$ cat src/logic/rv_ctrl_pkg.sv
`default_nettype none

package rv_ctrl_pkg;

    // Execution unit operations
    typedef enum logic [3:0] {
        ALU_ADD  = 4'd0,
        ALU_SUB  = 4'd1,
        ALU_SLT  = 4'd2,
        ALU_SLTU = 4'd3,
        ALU_SLL  = 4'd4,
        ALU_SRL  = 4'd5,
        ALU_SRA  = 4'd6,
        ALU_OR   = 4'd7,
        ALU_XOR  = 4'd8,
        ALU_AND  = 4'd9,
        // Compares, drive bcond only
        ALU_EQ   = 4'd10,
        ALU_NE   = 4'd11,
        ALU_LT   = 4'd12,
        ALU_GE   = 4'd13,
        ALU_LTU  = 4'd14,
        ALU_GEU  = 4'd15
    } alu_op_e;

    // Source of the register write data
    typedef enum logic [2:0] {
        WD_ALU    = 3'd0,
        WD_MEM    = 3'd1,
        WD_PC4    = 3'd2, // Link address
        WD_IMM    = 3'd3, // LUI
        WD_PC_IMM = 3'd4  // AUIPC
    } wd_sel_e;

    // Access width of loads and stores
    typedef enum logic [1:0] {
        MEM_BYTE = 2'd0,
        MEM_HALF = 2'd1,
        MEM_WORD = 2'd2
    } mem_size_e;

endpackage

`default_nettype wire

$ cat src/logic/rv_isa_pkg.sv
`default_nettype none

package rv_isa_pkg;

    localparam int XLEN = 32;

    // Major opcodes, inst[6:0]
    typedef enum logic [6:0] {
        OP     = 7'b0110011,
        OP_IMM = 7'b0010011,
        LOAD   = 7'b0000011,
        STORE  = 7'b0100011,
        BRANCH = 7'b1100011,
        LUI    = 7'b0110111,
        AUIPC  = 7'b0010111,
        JAL    = 7'b1101111,
        JALR   = 7'b1100111
    } opcode_e;

    // jalr x0, 0(x1), ends the program when x1 holds 12
    localparam logic [XLEN-1:0] HALT_INST      = 32'h0000_8067;
    localparam logic [XLEN-1:0] HALT_RS1_VALUE = 32'd12;

    // Branch conditions
    localparam logic [2:0] F3_BEQ  = 3'b000;
    localparam logic [2:0] F3_BNE  = 3'b001;
    localparam logic [2:0] F3_BLT  = 3'b100;
    localparam logic [2:0] F3_BGE  = 3'b101;
    localparam logic [2:0] F3_BLTU = 3'b110;
    localparam logic [2:0] F3_BGEU = 3'b111;

    // Load and store widths
    localparam logic [2:0] F3_B  = 3'b000;
    localparam logic [2:0] F3_H  = 3'b001;
    localparam logic [2:0] F3_W  = 3'b010;
    localparam logic [2:0] F3_BU = 3'b100; // Loads only
    localparam logic [2:0] F3_HU = 3'b101; // Loads only

endpackage

`default_nettype wire
$ cat src/logic/rv_top.sv
`default_nettype none

module rv_top #(
    parameter int IMEM_ADDR_W = 12,
    parameter int DMEM_ADDR_W = 12
) (
    input  logic                        CLK,
    input  logic                        RSTn,
    output logic                        I_MEM_CSN,
    input  logic [rv_isa_pkg::XLEN-1:0] I_MEM_DI,
    output logic [IMEM_ADDR_W-1:0]      I_MEM_ADDR,  // Byte address
    output logic                        D_MEM_CSN,
    input  logic [rv_isa_pkg::XLEN-1:0] D_MEM_DI,
    output logic [rv_isa_pkg::XLEN-1:0] D_MEM_DOUT,
    output logic [DMEM_ADDR_W-1:0]      D_MEM_ADDR,  // Word address
    output logic                        D_MEM_WEN,
    output logic [3:0]                  D_MEM_BE,
    output logic                        RF_WE,
    output logic [4:0]                  RF_RA1,
    output logic [4:0]                  RF_RA2,
    output logic [4:0]                  RF_WA1,
    input  logic [rv_isa_pkg::XLEN-1:0] RF_RD1,
    input  logic [rv_isa_pkg::XLEN-1:0] RF_RD2,
    output logic [rv_isa_pkg::XLEN-1:0] RF_WD,
    output logic                        HALT,
    output logic [rv_isa_pkg::XLEN-1:0] NUM_INST
);

    logic [rv_isa_pkg::XLEN-1:0] imm;
    rv_ctrl_pkg::alu_op_e        alu_op;
    logic                        b_is_imm;
    rv_ctrl_pkg::wd_sel_e        wd_sel;
    rv_ctrl_pkg::mem_size_e      load_size;
    logic                        load_unsigned;
    logic                        branch;
    logic                        jump;
    logic                        jalr;
    logic                        halt_inst;
    logic [rv_isa_pkg::XLEN-1:0] alu_result;
    logic                        bcond;
    logic [rv_isa_pkg::XLEN-1:0] pc_plus4;
    logic [rv_isa_pkg::XLEN-1:0] pc_imm;

    // Low two address bits dropped
    assign D_MEM_ADDR = alu_result[DMEM_ADDR_W+1:2];
    assign D_MEM_DOUT = RF_RD2;

    rv_decoder u_decoder (
        .RSTn          (RSTn),
        .inst          (I_MEM_DI),
        .I_MEM_CSN     (I_MEM_CSN),
        .D_MEM_CSN     (D_MEM_CSN),
        .D_MEM_WEN     (D_MEM_WEN),
        .D_MEM_BE      (D_MEM_BE),
        .RF_WE         (RF_WE),
        .rs1_addr      (RF_RA1),
        .rs2_addr      (RF_RA2),
        .rd_addr       (RF_WA1),
        .imm           (imm),
        .alu_op        (alu_op),
        .b_is_imm      (b_is_imm),
        .wd_sel        (wd_sel),
        .load_size     (load_size),
        .load_unsigned (load_unsigned),
        .branch        (branch),
        .jump          (jump),
        .jalr          (jalr),
        .halt_inst     (halt_inst)
    );

    rv_exec_unit u_exec (
        .rs1      (RF_RD1),
        .rs2      (RF_RD2),
        .imm      (imm),
        .b_is_imm (b_is_imm),
        .alu_op   (alu_op),
        .result   (alu_result),
        .bcond    (bcond)
    );

    rv_pc_unit #(
        .IMEM_ADDR_W (IMEM_ADDR_W)
    ) u_pc (
        .CLK        (CLK),
        .RSTn       (RSTn),
        .rs1        (RF_RD1),
        .imm        (imm),
        .branch     (branch),
        .jump       (jump),
        .jalr       (jalr),
        .bcond      (bcond),
        .halt_inst  (halt_inst),
        .I_MEM_ADDR (I_MEM_ADDR),
        .pc_plus4   (pc_plus4),
        .pc_imm     (pc_imm),
        .HALT       (HALT),
        .NUM_INST   (NUM_INST)
    );

    rv_writeback u_writeback (
        .wd_sel        (wd_sel),
        .alu_result    (alu_result),
        .mem_data      (D_MEM_DI),
        .load_size     (load_size),
        .load_unsigned (load_unsigned),
        .imm           (imm),
        .pc_plus4      (pc_plus4),
        .pc_imm        (pc_imm),
        .wd            (RF_WD)
    );

endmodule

`default_nettype wire

$ cat src/logic/rv_writeback.sv
`default_nettype none

module rv_writeback (
    input  rv_ctrl_pkg::wd_sel_e        wd_sel,
    input  logic [rv_isa_pkg::XLEN-1:0] alu_result,
    input  logic [rv_isa_pkg::XLEN-1:0] mem_data,
    input  rv_ctrl_pkg::mem_size_e      load_size,
    input  logic                        load_unsigned,
    input  logic [rv_isa_pkg::XLEN-1:0] imm,
    input  logic [rv_isa_pkg::XLEN-1:0] pc_plus4,
    input  logic [rv_isa_pkg::XLEN-1:0] pc_imm,
    output logic [rv_isa_pkg::XLEN-1:0] wd
);

    logic [rv_isa_pkg::XLEN-1:0] load_data;
    logic                        byte_fill;
    logic                        half_fill;

    // Sign bit, or zero for LBU and LHU
    assign byte_fill = mem_data[7] && !load_unsigned;
    assign half_fill = mem_data[15] && !load_unsigned;

    always_comb begin
        case (load_size)
            rv_ctrl_pkg::MEM_BYTE: load_data = {{(rv_isa_pkg::XLEN-8){byte_fill}}, mem_data[7:0]};
            rv_ctrl_pkg::MEM_HALF: load_data = {{(rv_isa_pkg::XLEN-16){half_fill}},
                                                mem_data[15:0]};
            rv_ctrl_pkg::MEM_WORD: load_data = mem_data;
            default:               load_data = mem_data;
        endcase
    end

    always_comb begin
        case (wd_sel)
            rv_ctrl_pkg::WD_ALU:    wd = alu_result;
            rv_ctrl_pkg::WD_MEM:    wd = load_data;
            rv_ctrl_pkg::WD_PC4:    wd = pc_plus4;   // JAL, JALR link
            rv_ctrl_pkg::WD_IMM:    wd = imm;
            rv_ctrl_pkg::WD_PC_IMM: wd = pc_imm;
            default:                wd = alu_result;
        endcase
    end

endmodule

`default_nettype wire

$ cat src/logic/rv_pc_unit.sv
`default_nettype none

module rv_pc_unit #(
    parameter int IMEM_ADDR_W = 12
) (
    input  logic                        CLK,
    input  logic                        RSTn,
    input  logic [rv_isa_pkg::XLEN-1:0] rs1,
    input  logic [rv_isa_pkg::XLEN-1:0] imm,
    input  logic                        branch,
    input  logic                        jump,
    input  logic                        jalr,
    input  logic                        bcond,
    input  logic                        halt_inst,
    output logic [IMEM_ADDR_W-1:0]      I_MEM_ADDR,
    output logic [rv_isa_pkg::XLEN-1:0] pc_plus4,
    output logic [rv_isa_pkg::XLEN-1:0] pc_imm,
    output logic                        HALT,
    output logic [rv_isa_pkg::XLEN-1:0] NUM_INST
);

    logic [rv_isa_pkg::XLEN-1:0] pc;
    logic [rv_isa_pkg::XLEN-1:0] jalr_sum;
    logic [rv_isa_pkg::XLEN-1:0] target;
    logic [rv_isa_pkg::XLEN-1:0] next_pc;
    logic                        take;

    assign pc_plus4 = pc + rv_isa_pkg::XLEN'(4);
    assign pc_imm   = pc + imm;  // Branch, JAL and AUIPC
    assign jalr_sum = rs1 + imm;

    // JALR drops bit 0 of its target
    assign target = jalr ? {jalr_sum[rv_isa_pkg::XLEN-1:1], 1'b0} : pc_imm;

    assign take    = jump || (branch && bcond);
    assign next_pc = take ? target : pc_plus4;

    assign I_MEM_ADDR = pc[IMEM_ADDR_W-1:0];

    assign HALT = halt_inst && (rs1 == rv_isa_pkg::HALT_RS1_VALUE);

    always_ff @(posedge CLK) begin
        if (!RSTn) begin
            pc <= '0;
        end else begin
            pc <= next_pc;
        end
    end

    // One instruction per cycle, frozen once halted
    always_ff @(posedge CLK) begin
        if (!RSTn) begin
            NUM_INST <= '0;
        end else if (!HALT) begin
            NUM_INST <= NUM_INST + rv_isa_pkg::XLEN'(1);
        end
    end

endmodule

`default_nettype wire

$ cat src/logic/rv_exec_unit.sv
`default_nettype none

module rv_exec_unit (
    input  logic [rv_isa_pkg::XLEN-1:0] rs1,
    input  logic [rv_isa_pkg::XLEN-1:0] rs2,
    input  logic [rv_isa_pkg::XLEN-1:0] imm,
    input  logic                        b_is_imm,
    input  rv_ctrl_pkg::alu_op_e        alu_op,
    output logic [rv_isa_pkg::XLEN-1:0] result,
    output logic                        bcond
);

    logic [rv_isa_pkg::XLEN-1:0] op_b;
    logic [4:0]                  shamt;
    logic                        lt_s;
    logic                        lt_u;

    assign op_b  = b_is_imm ? imm : rs2;
    assign shamt = op_b[4:0]; // Only the low five bits shift
    assign lt_s  = $signed(rs1) < $signed(op_b);
    assign lt_u  = rs1 < op_b;

    always_comb begin
        result = '0; // Stays zero for compares
        bcond  = 1'b0;
        case (alu_op)
            rv_ctrl_pkg::ALU_ADD:  result = rs1 + op_b;
            rv_ctrl_pkg::ALU_SUB:  result = rs1 - op_b;
            rv_ctrl_pkg::ALU_SLT:  result = {{(rv_isa_pkg::XLEN-1){1'b0}}, lt_s};
            rv_ctrl_pkg::ALU_SLTU: result = {{(rv_isa_pkg::XLEN-1){1'b0}}, lt_u};
            rv_ctrl_pkg::ALU_SLL:  result = rs1 << shamt;
            rv_ctrl_pkg::ALU_SRL:  result = rs1 >> shamt;
            rv_ctrl_pkg::ALU_SRA:  result = $unsigned($signed(rs1) >>> shamt);
            rv_ctrl_pkg::ALU_OR:   result = rs1 | op_b;
            rv_ctrl_pkg::ALU_XOR:  result = rs1 ^ op_b;
            rv_ctrl_pkg::ALU_AND:  result = rs1 & op_b;
            rv_ctrl_pkg::ALU_EQ:   bcond  = (rs1 == op_b);
            rv_ctrl_pkg::ALU_NE:   bcond  = (rs1 != op_b);
            rv_ctrl_pkg::ALU_LT:   bcond  = lt_s;
            rv_ctrl_pkg::ALU_GE:   bcond  = !lt_s;
            rv_ctrl_pkg::ALU_LTU:  bcond  = lt_u;
            rv_ctrl_pkg::ALU_GEU:  bcond  = !lt_u;
            default: ;
        endcase
    end

endmodule

`default_nettype wire

$ cat src/logic/rv_decoder.sv
`default_nettype none

module rv_decoder (
    input  logic                          RSTn,
    input  logic [rv_isa_pkg::XLEN-1:0]   inst,
    output logic                          I_MEM_CSN,
    output logic                          D_MEM_CSN,
    output logic                          D_MEM_WEN,
    output logic [3:0]                    D_MEM_BE,
    output logic                          RF_WE,
    output logic [4:0]                    rs1_addr,
    output logic [4:0]                    rs2_addr,
    output logic [4:0]                    rd_addr,
    output logic [rv_isa_pkg::XLEN-1:0]   imm,
    output rv_ctrl_pkg::alu_op_e          alu_op,
    output logic                          b_is_imm,
    output rv_ctrl_pkg::wd_sel_e          wd_sel,
    output rv_ctrl_pkg::mem_size_e        load_size,
    output logic                          load_unsigned,
    output logic                          branch,
    output logic                          jump,
    output logic                          jalr,
    output logic                          halt_inst
);

    logic [2:0]                  funct3;
    logic [rv_isa_pkg::XLEN-1:0] imm_i;
    logic [rv_isa_pkg::XLEN-1:0] imm_s;
    logic [rv_isa_pkg::XLEN-1:0] imm_b;
    logic [rv_isa_pkg::XLEN-1:0] imm_u;
    logic [rv_isa_pkg::XLEN-1:0] imm_j;
    rv_ctrl_pkg::alu_op_e        arith_op;
    rv_ctrl_pkg::alu_op_e        cmp_op;
    rv_ctrl_pkg::mem_size_e      mem_size;
    logic [3:0]                  mem_be;

    assign funct3    = inst[14:12];
    assign rs1_addr  = inst[19:15];
    assign rs2_addr  = inst[24:20];
    assign rd_addr   = inst[11:7];
    assign halt_inst = (inst == rv_isa_pkg::HALT_INST);

    assign imm_i = {{21{inst[31]}}, inst[30:20]};
    assign imm_s = {{21{inst[31]}}, inst[30:25], inst[11:7]};
    assign imm_b = {{20{inst[31]}}, inst[7], inst[30:25], inst[11:8], 1'b0};
    assign imm_u = {inst[31:12], 12'b0};
    assign imm_j = {{12{inst[31]}}, inst[19:12], inst[20], inst[30:21], 1'b0};

    // Shared by OP and OP_IMM
    always_comb begin
        case (funct3)
            3'b000:  arith_op = (inst[5] && inst[30]) ? rv_ctrl_pkg::ALU_SUB  // SUB only in OP
                                                      : rv_ctrl_pkg::ALU_ADD;
            3'b001:  arith_op = rv_ctrl_pkg::ALU_SLL;
            3'b010:  arith_op = rv_ctrl_pkg::ALU_SLT;
            3'b011:  arith_op = rv_ctrl_pkg::ALU_SLTU;
            3'b100:  arith_op = rv_ctrl_pkg::ALU_XOR;
            3'b101:  arith_op = inst[30] ? rv_ctrl_pkg::ALU_SRA : rv_ctrl_pkg::ALU_SRL;
            3'b110:  arith_op = rv_ctrl_pkg::ALU_OR;
            default: arith_op = rv_ctrl_pkg::ALU_AND;
        endcase
    end

    always_comb begin
        case (funct3)
            rv_isa_pkg::F3_BNE:  cmp_op = rv_ctrl_pkg::ALU_NE;
            rv_isa_pkg::F3_BLT:  cmp_op = rv_ctrl_pkg::ALU_LT;
            rv_isa_pkg::F3_BGE:  cmp_op = rv_ctrl_pkg::ALU_GE;
            rv_isa_pkg::F3_BLTU: cmp_op = rv_ctrl_pkg::ALU_LTU;
            rv_isa_pkg::F3_BGEU: cmp_op = rv_ctrl_pkg::ALU_GEU;
            default:             cmp_op = rv_ctrl_pkg::ALU_EQ; // F3_BEQ
        endcase
    end

    // Lane 0 enables, no shift by address
    always_comb begin
        case (funct3)
            rv_isa_pkg::F3_B, rv_isa_pkg::F3_BU: mem_size = rv_ctrl_pkg::MEM_BYTE;
            rv_isa_pkg::F3_H, rv_isa_pkg::F3_HU: mem_size = rv_ctrl_pkg::MEM_HALF;
            rv_isa_pkg::F3_W:                    mem_size = rv_ctrl_pkg::MEM_WORD;
            default:                             mem_size = rv_ctrl_pkg::MEM_WORD;
        endcase
        case (mem_size)
            rv_ctrl_pkg::MEM_BYTE: mem_be = 4'b0001;
            rv_ctrl_pkg::MEM_HALF: mem_be = 4'b0011;
            default:               mem_be = 4'b1111;
        endcase
    end

    always_comb begin
        I_MEM_CSN     = 1'b0;
        D_MEM_CSN     = 1'b1;
        D_MEM_WEN     = 1'b1;
        D_MEM_BE      = 4'b0000;
        RF_WE         = 1'b0;
        imm           = imm_i;
        alu_op        = rv_ctrl_pkg::ALU_ADD; // Address add for loads and stores
        b_is_imm      = 1'b1;
        wd_sel        = rv_ctrl_pkg::WD_ALU;
        load_size     = rv_ctrl_pkg::MEM_WORD;
        load_unsigned = 1'b0;
        branch        = 1'b0;
        jump          = 1'b0;
        jalr          = 1'b0;

        case (rv_isa_pkg::opcode_e'(inst[6:0]))
            rv_isa_pkg::OP: begin
                RF_WE    = 1'b1;
                alu_op   = arith_op;
                b_is_imm = 1'b0;
            end
            rv_isa_pkg::OP_IMM: begin
                RF_WE  = 1'b1;
                alu_op = arith_op;
            end
            rv_isa_pkg::LOAD: begin
                D_MEM_CSN     = 1'b0;
                D_MEM_BE      = mem_be;
                RF_WE         = 1'b1;
                wd_sel        = rv_ctrl_pkg::WD_MEM;
                load_size     = mem_size;
                load_unsigned = (funct3 == rv_isa_pkg::F3_BU) || (funct3 == rv_isa_pkg::F3_HU);
            end
            rv_isa_pkg::STORE: begin
                D_MEM_CSN = 1'b0;
                D_MEM_WEN = 1'b0;
                D_MEM_BE  = mem_be;
                imm       = imm_s;
            end
            rv_isa_pkg::BRANCH: begin
                imm      = imm_b;
                alu_op   = cmp_op;
                b_is_imm = 1'b0; // Compare rs1 with rs2
                branch   = 1'b1;
            end
            rv_isa_pkg::LUI: begin
                RF_WE  = 1'b1;
                imm    = imm_u;
                wd_sel = rv_ctrl_pkg::WD_IMM;
            end
            rv_isa_pkg::AUIPC: begin
                RF_WE  = 1'b1;
                imm    = imm_u;
                wd_sel = rv_ctrl_pkg::WD_PC_IMM;
            end
            rv_isa_pkg::JAL: begin
                RF_WE  = 1'b1;
                imm    = imm_j;
                wd_sel = rv_ctrl_pkg::WD_PC4;
                jump   = 1'b1;
            end
            rv_isa_pkg::JALR: begin
                RF_WE  = 1'b1;
                wd_sel = rv_ctrl_pkg::WD_PC4;
                jump   = 1'b1;
                jalr   = 1'b1;
            end
            default: ;
        endcase

        // Strobes idle in reset
        if (!RSTn) begin
            I_MEM_CSN = 1'b1;
            D_MEM_CSN = 1'b1;
            D_MEM_WEN = 1'b1;
            D_MEM_BE  = 4'b0000;
            RF_WE     = 1'b0;
        end
    end

endmodule

`default_nettype wire

$ cat config.mk
export PLATFORM = sky130hd
export DESIGN_NAME = rv_top
export DESIGN_NICKNAME = d
export VERILOG_FILES = /design/src/logic/rv_ctrl_pkg.sv /design/src/logic/rv_isa_pkg.sv /design/src/logic/rv_top.sv /design/src/logic/rv_writeback.sv /design/src/logic/rv_pc_unit.sv /design/src/logic/rv_exec_unit.sv /design/src/logic/rv_decoder.sv
export SDC_FILE = /design/constraint.sdc
export NUM_CORES = 1
export LEC_CHECK = 0
export BUFFER_PORTS_ARGS = -buffer_cell sky130_fd_sc_hd__buf_2
export CELL_PAD_IN_SITES_DETAIL_PLACEMENT = 0
export CELL_PAD_IN_SITES_GLOBAL_PLACEMENT = 1
export CORE_MARGIN = 2
export CORE_UTILIZATION = 44
export DETAILED_ROUTE_END_ITERATION = 6
export PLACE_DENSITY = 0.83
export SLEW_MARGIN = 20
export SYNTH_ARGS = -nofsm -noshare
export SYNTH_HDL_FRONTEND = slang
export SYNTH_HIERARCHICAL = 1
export SYNTH_SLANG_ARGS = --single-unit
$ cat constraint.sdc
create_clock -name CLK -period 8.6 [get_ports CLK]
set_clock_uncertainty 0.15 [all_clocks]
set_input_delay 0.43 -clock CLK [delete_from_list [all_inputs] [get_ports CLK]]
set_output_delay 0.43 -clock CLK [all_outputs]
set_load 0.01 [all_outputs]
== After elaboration in Yosys (flattened, before gate mapping) ==
Index checks and enable logic that the tools add are counted.
Word-level totals
  register bits: 64
  bits of input ports: 130
  output and inout port bits: 144
  logic and storage cells: 109
Cells by class
  add/sub/neg operators: 6
  $lt $le $gt $ge: 2
  eq/ne operators: 41
  shift-type cells: 3
  muxes and demuxes: 30
  bitwise logic cells: 3
  reduce and logical (&&, ||, !) cells: 22
Operator list (number)
  case mux 32 bit (10 select lines): 1
  case mux 32 bit (4 select lines): 1
  case mux 31 bit (4 select lines): 1
  adder 32 bit: 3
  2-to-1 mux 32 bit: 3
  less-than comparator 32 bit: 2
  case mux 32 bit (2 select lines): 1
  adder 32 x 1 -> 32 bit, second input constant: 1
  adder 32 x 3 -> 32 bit, second input constant: 1
  AND 32 bit: 1
  == test 32 x 16 -> 1 bit, second input constant: 1
  == test 32 bit: 1
  == test 32 x 4 -> 1 bit, second input constant: 1
  == test 4 bit, second input constant: 8
  inequality test 32 bit: 1
  OR 32 bit: 1
  << shifter 32 x 5 -> 32 bit: 1
  right shift 32 x 5 -> 32 bit: 1
  >>> shifter 32 x 5 -> 32 bit: 1
  subtractor 32 bit: 1
  bitwise XOR 32 bit: 1
  case mux 4 bit (7 select lines): 1
  == test 7 x 6 -> 1 bit, second input constant: 3
  == test 7 bit, second input constant: 3
  25 further kinds: 67

== Depth between registers and ports, before layout ==
  depth in word-level cells: 10
  depth in mapped cells: 27
  depth with buffers taken out: 22

== Cells and area by module ==
The synthesis kept the hierarchy.
By module, submodules not included
  rv_exec_unit: instances 1, cells each 1362, area an instance 9894.5 sq um, seq. area each 0.0 sq um
  rv_pc_unit: instances 1, cells each 916, area an instance 6810.3 sq um, seq. area each 1281.2 sq um
  rv_writeback: instances 1, cells each 276, area an instance 1859.3 sq um, seq. area each 0.0 sq um
  rv_decoder: instances 1, cells each 131, area an instance 883.3 sq um, seq. area each 0.0 sq um
  rv_top: instances 1, cells each 32, area an instance 240.2 sq um, seq. area each 0.0 sq um

== Least setup slack after synthesis ==
No wires, ideal clock.
  kind: input -> register
  start: input I_MEM_DI[3] (netlist name)
  end: register u_pc/pc[31] (netlist name)
  library setup time: 0.116 ns
  data arrival time: 5.877 ns
  required time: 8.334 ns
  path slack: 2.456 ns
  cell stages on the path: 26
  buffers on the path: 4
  cells stage by stage: and4bb_1 > and3_4 > buf_6 > nor4b_2 > a31o_1 > mux2i_4 > inv_4 > buf_2 > buf_2 > buf_2 > ha_1 > fa_1 > o21bai_1 > a221oi_1 > o21bai_1 > a311oi_2 > o31ai_1 > a211oi_1 > a311o_1 > a31oi_1 > a21o_1 > nand2_1 > or4_1 > a21oi_1 > a31oi_1 > o211a_1
On the way
  word-level cells in the longest chain between the ends: 10
  elaborated cells between the ends (all ways): 37
  classes of those cells: add/sub: 2; order compare: 2; eq/ne: 16; mux: 9; reduce/logical: 8
RTL lines
  start, declared: line rv_top.sv:10  | input logic [rv_isa_pkg::XLEN-1:0] I_MEM_DI,
  == test 7 x 6 -> 1 bit or == test 7 x 5 -> 1 bit (tied branches): line rv_decoder.sv:106  | case (rv_isa_pkg::opcode_e'(inst[6:0]))
  OR reduction 2 bit (no source line)
  case mux 31 bit (4 select lines) *: line rv_decoder.sv:106
  via imm, one bit: line rv_top.sv:29  | logic [rv_isa_pkg::XLEN-1:0] imm;
  2-to-1 mux 32 bit *: line rv_exec_unit.sv:18  | assign op_b = b_is_imm ? imm : rs2;
  less-than comparator 32 bit, on equally long branches: line rv_exec_unit.sv:21, rv_exec_unit.sv:20
  zero test 1 bit, on equally long branches: line rv_exec_unit.sv:42, rv_exec_unit.sv:40
  case mux 1 bit (6 select lines) *: line rv_exec_unit.sv:26  | case (alu_op)
  via bcond: line rv_top.sv:40  | logic bcond;
  logical AND 1 bit *: line rv_pc_unit.sv:35  | assign take = jump || (branch && bcond);
  logical OR 1 bit *: line rv_pc_unit.sv:35
  2-to-1 mux 32 bit *: line rv_pc_unit.sv:36  | assign next_pc = take ? target : pc_plus4;
  end signal, assigned: line rv_pc_unit.sv:46  | pc <= next_pc;
  end, declared: line rv_pc_unit.sv:22  | logic [rv_isa_pkg::XLEN-1:0] pc;
The timed path passes the listed nets; every way through them passes the cells marked *.
A chain may end at the register's enable or synchronous reset.

== Worst setup path after layout ==
  start: input I_MEM_DI[6] (netlist name)
  end: output RF_WD[21] (netlist name)
On the way
  word-level cells in the longest chain between the ends: 7
  elaborated cells between the ends (all ways): 50
  classes of those cells: add/sub: 3; eq/ne: 23; shift: 3; mux: 9; bitwise: 3; reduce/logical: 9
RTL lines
  == test 7 x 6 -> 1 bit or == test 7 x 5 -> 1 bit (tied branches): line rv_decoder.sv:106
  OR reduction 2 bit (no source line)
  case mux 31 bit (4 select lines) *: line rv_decoder.sv:106
  via imm, one bit: line rv_top.sv:29
  2-to-1 mux 32 bit *: line rv_exec_unit.sv:18
  subtractor 32 bit (tied with other cells): line rv_exec_unit.sv:28  | rv_ctrl_pkg::ALU_SUB: result = rs1 - op_b;
  case mux 32 bit (10 select lines) *: line rv_exec_unit.sv:26
  via alu_result, one bit: line rv_top.sv:39  | logic [rv_isa_pkg::XLEN-1:0] alu_result;
  case mux 32 bit (4 select lines) *: line rv_writeback.sv:34  | case (wd_sel)
  end, declared: line rv_top.sv:24  | output logic [rv_isa_pkg::XLEN-1:0] RF_WD,
Marked as above.

==> results.sh <==
export IMPL_dieArea_um2=46500
export IMPL_p_total_mw=2.06
export IMPL_drt_iter0_drc=3370
export IMPL_worst_slew_pin_slew_ps=1360
export IMPL_cp_common_cell="buf_2"
export IMPL_ys_seq_area_share_pct=6.51
export IMPL_syn_area_um2=19700
export IMPL_port_buffers=273
export IMPL_synth_fp_nets=3016
export IMPL_holdCritPathClass="flip-flop to flip-flop"
export IMPL_detail_route_vias_per_cell=7.01
export IMPL_clk_latency_ps=340
export IMPL_wire_per_inst_um=30.1
export IMPL_postCtsResizedCells=0
export IMPL_ys_flop_type="dfxtp_1"
export IMPL_pin_count=274
export IMPL_setup_tns_ps=0
export IMPL_power_density_nw_per_um2=97.3
export IMPL_async_reset_ff_share_pct=0
export IMPL_cp_arrival_ps=7190
export IMPL_grt_pass1_vias=22027
export IMPL_synth_warnings=6
export IMPL_chipHeight_um=216
export IMPL_critical_path_class="input port to output port"
export IMPL_p_leak_nw=9.26
export IMPL_hold_viol_final=0
export IMPL_cpPeakStageDelay_ps=1130
export IMPL_rsz0062_at_grt="false"
export IMPL_postCtsHoldBufs=0
export IMPL_grt_usage_pct=42.3
export IMPL_cpMaxStageDelayCell="o311ai_1"
export IMPL_cts_root_buf="clkbuf_16"
export IMPL_crit_buf_inv=3
export IMPL_setup_violations_final=0
export IMPL_grt_ovfl_total=0
export IMPL_routed_via_count=23862
export IMPL_syn_to_final_growth_pct=7.63
export IMPL_htree_levels=3
export IMPL_ys_seq_elements=64
export IMPL_clkTransAtPathRegs_ps=50
export IMPL_status="finished clean"
export IMPL_cts_setup_buffers=0
export IMPL_cp_max_fo=54
export IMPL_crit_family="compound AO/OA/AOI/OAI gates"
export IMPL_hpwl_um=79000
export IMPL_synth_area_per_cell_um2=7.25
export IMPL_synthDistinctLibCells=112
export IMPL_grt_pass1_wl_um=148000
export IMPL_slew_viol_final=0
export IMPL_cp_end_kind="output port"
export IMPL_dieWidth_um=216
export IMPL_cts_buffer_depth=2
export IMPL_first_pass_iters=6
export IMPL_gp_congestion=1.07
export IMPL_core_area_um2=44200
export IMPL_synth_cells=2717
export IMPL_cp_start_kind="input port"
export IMPL_fin_crit_sh_pct=90.3
export IMPL_synth_edff_count=0
export IMPL_totalWireLength_um=102000
export IMPL_cts_sinks=64
export IMPL_final_nets=3100
export IMPL_cts_tree="done"
export IMPL_worst_ir_drop_vdd_mv=0.0881
export IMPL_final_cell_mix="buf_2 (273), nor2_1 (255), a21oi_1 (212)"
export IMPL_slew_headroom_pct=7.86
export IMPL_antenna_found_initial=6
export IMPL_numCtsBuffers=9
export IMPL_critPathRequiredTime_ps=8020
export IMPL_max_cap_violations=0
export IMPL_ant_nets=0
export IMPL_min_period_ps=7770
export IMPL_cp_cell_sequence="buf_2 > nand2b_1 > nor3_4 > nor2_2 > a22o_1 > mux2i_4 > buf_4 > mux4_2 > mux2i_1 > a221oi_1 > o311ai_1 > o2111ai_1 > mux2_2 > o22a_1 > nor2_1 > o22ai_2 > buf_2"
export IMPL_drive_gt1_share_pct=17.1
export IMPL_final_common_cell="buf_2"
export IMPL_rows=77
export IMPL_grt_max_degree=58
export IMPL_fmax_ghz=0.129
export IMPL_initial_core_util_pct=44.5
export IMPL_route_detailed_drc=0
[registers in the layout, indices dropped and copies added (netlist names)]
signal	cells
u_pc/pc	32
u_pc/NUM_INST	32
[cell families (layout without fill, tap and decap cells)]
| family | Yosys count | after routing | synth area share (%) |
|---|---|---|---|
| compound gates | 928 | 928 | 32.6 |
| xor+xnor | 109 | 109 | 4.93 |
| fa+ha+maj | 169 | 169 | 10.9 |
| buf+inv | 387 | 476 | 9.52 |
| flops | 64 | 64 | 6.51 |
| mux | 202 | 202 | 13.9 |
| other cells | 0 | 5 | 0 |
| simple gates | 858 | 858 | 21.6 |
[worst paths after layout]
kind	startpoint	end	slack (ps)	depth (start not counted)
worst min register to register	u_pc/NUM_INST[31]	u_pc/NUM_INST[31]	340	2
worst max register to register	u_pc/pc[16]	u_pc/pc[29]	5010	10
worst min-delay path	u_pc/NUM_INST[31]	u_pc/NUM_INST[31]	340	2
worst max-delay path	I_MEM_DI[6]	RF_WD[21]	830	17
[tightest hold or removal path, delay by kind of cell, from the launching register on]
family	cells	cell delay (ps)
DFF	1	320
AOI/OAI and AO/OA	2	130
[synthesized netlist by cell type, types with 47 or more instances]
cell type | instances | area share (%)
nand2_1 | 203 | 3.9
clkbuf_1 | 110 | 2.1
buf_4 | 80 | 3.1
nor2_1 | 257 | 4.9
a21o_1 | 75 | 2.9
o21ai_0 | 151 | 3.8
xnor2_1 | 67 | 3.0
mux4_2 | 47 | 5.4
inv_1 | 138 | 2.6
mux2i_1 | 127 | 6.5
nor3_1 | 62 | 1.6
a21oi_1 | 213 | 5.4
nand3_1 | 70 | 1.8
ha_1 | 165 | 10
a221oi_1 | 47 | 2.1
a211oi_1 | 54 | 2.1
dfxtp_1 | 64 | 6.5
[routing by layer]
layer	routed length (um)	GRT usage, %
met1	40900	55.4
met2	41900	61.8
met3	12400	12.1
met4	7200	24.0
met5	23	0
[area by class of cell]
cell class,count,area (um2)
multi-input combinational,2266,16600
antenna,5,12.5
sequential,64,1280
fill,4518,23000
clock buffer,10,239
tap,592,741
inverter,143,542
clock inverter,6,67.6
timing repair buffer,317,1700
[stage by stage]
step	instance area, um2	hold WS (ps)	utilization, %	setup slack [ps]	instances
global placement	20900	325	47.2	1290	3382
floorplan	19700	325	-	2460	2717
detailed placement	20900	338	47.2	1190	3382
CTS	21200	346	47.9	1190	3398
finish	21200	343	47.9	833	3403
global route	21200	386	47.9	680	3398
[power breakdown]
part	switching [mW]	internal [mW]	leakage [nW]	total, mW
clock network	0.150	0.233	0.145	0.383
registers	0.00695	0.301	0.517	0.308
logic	0.889	0.482	8.60	1.37
Note: power is estimated with default switching activity, not from simulation.
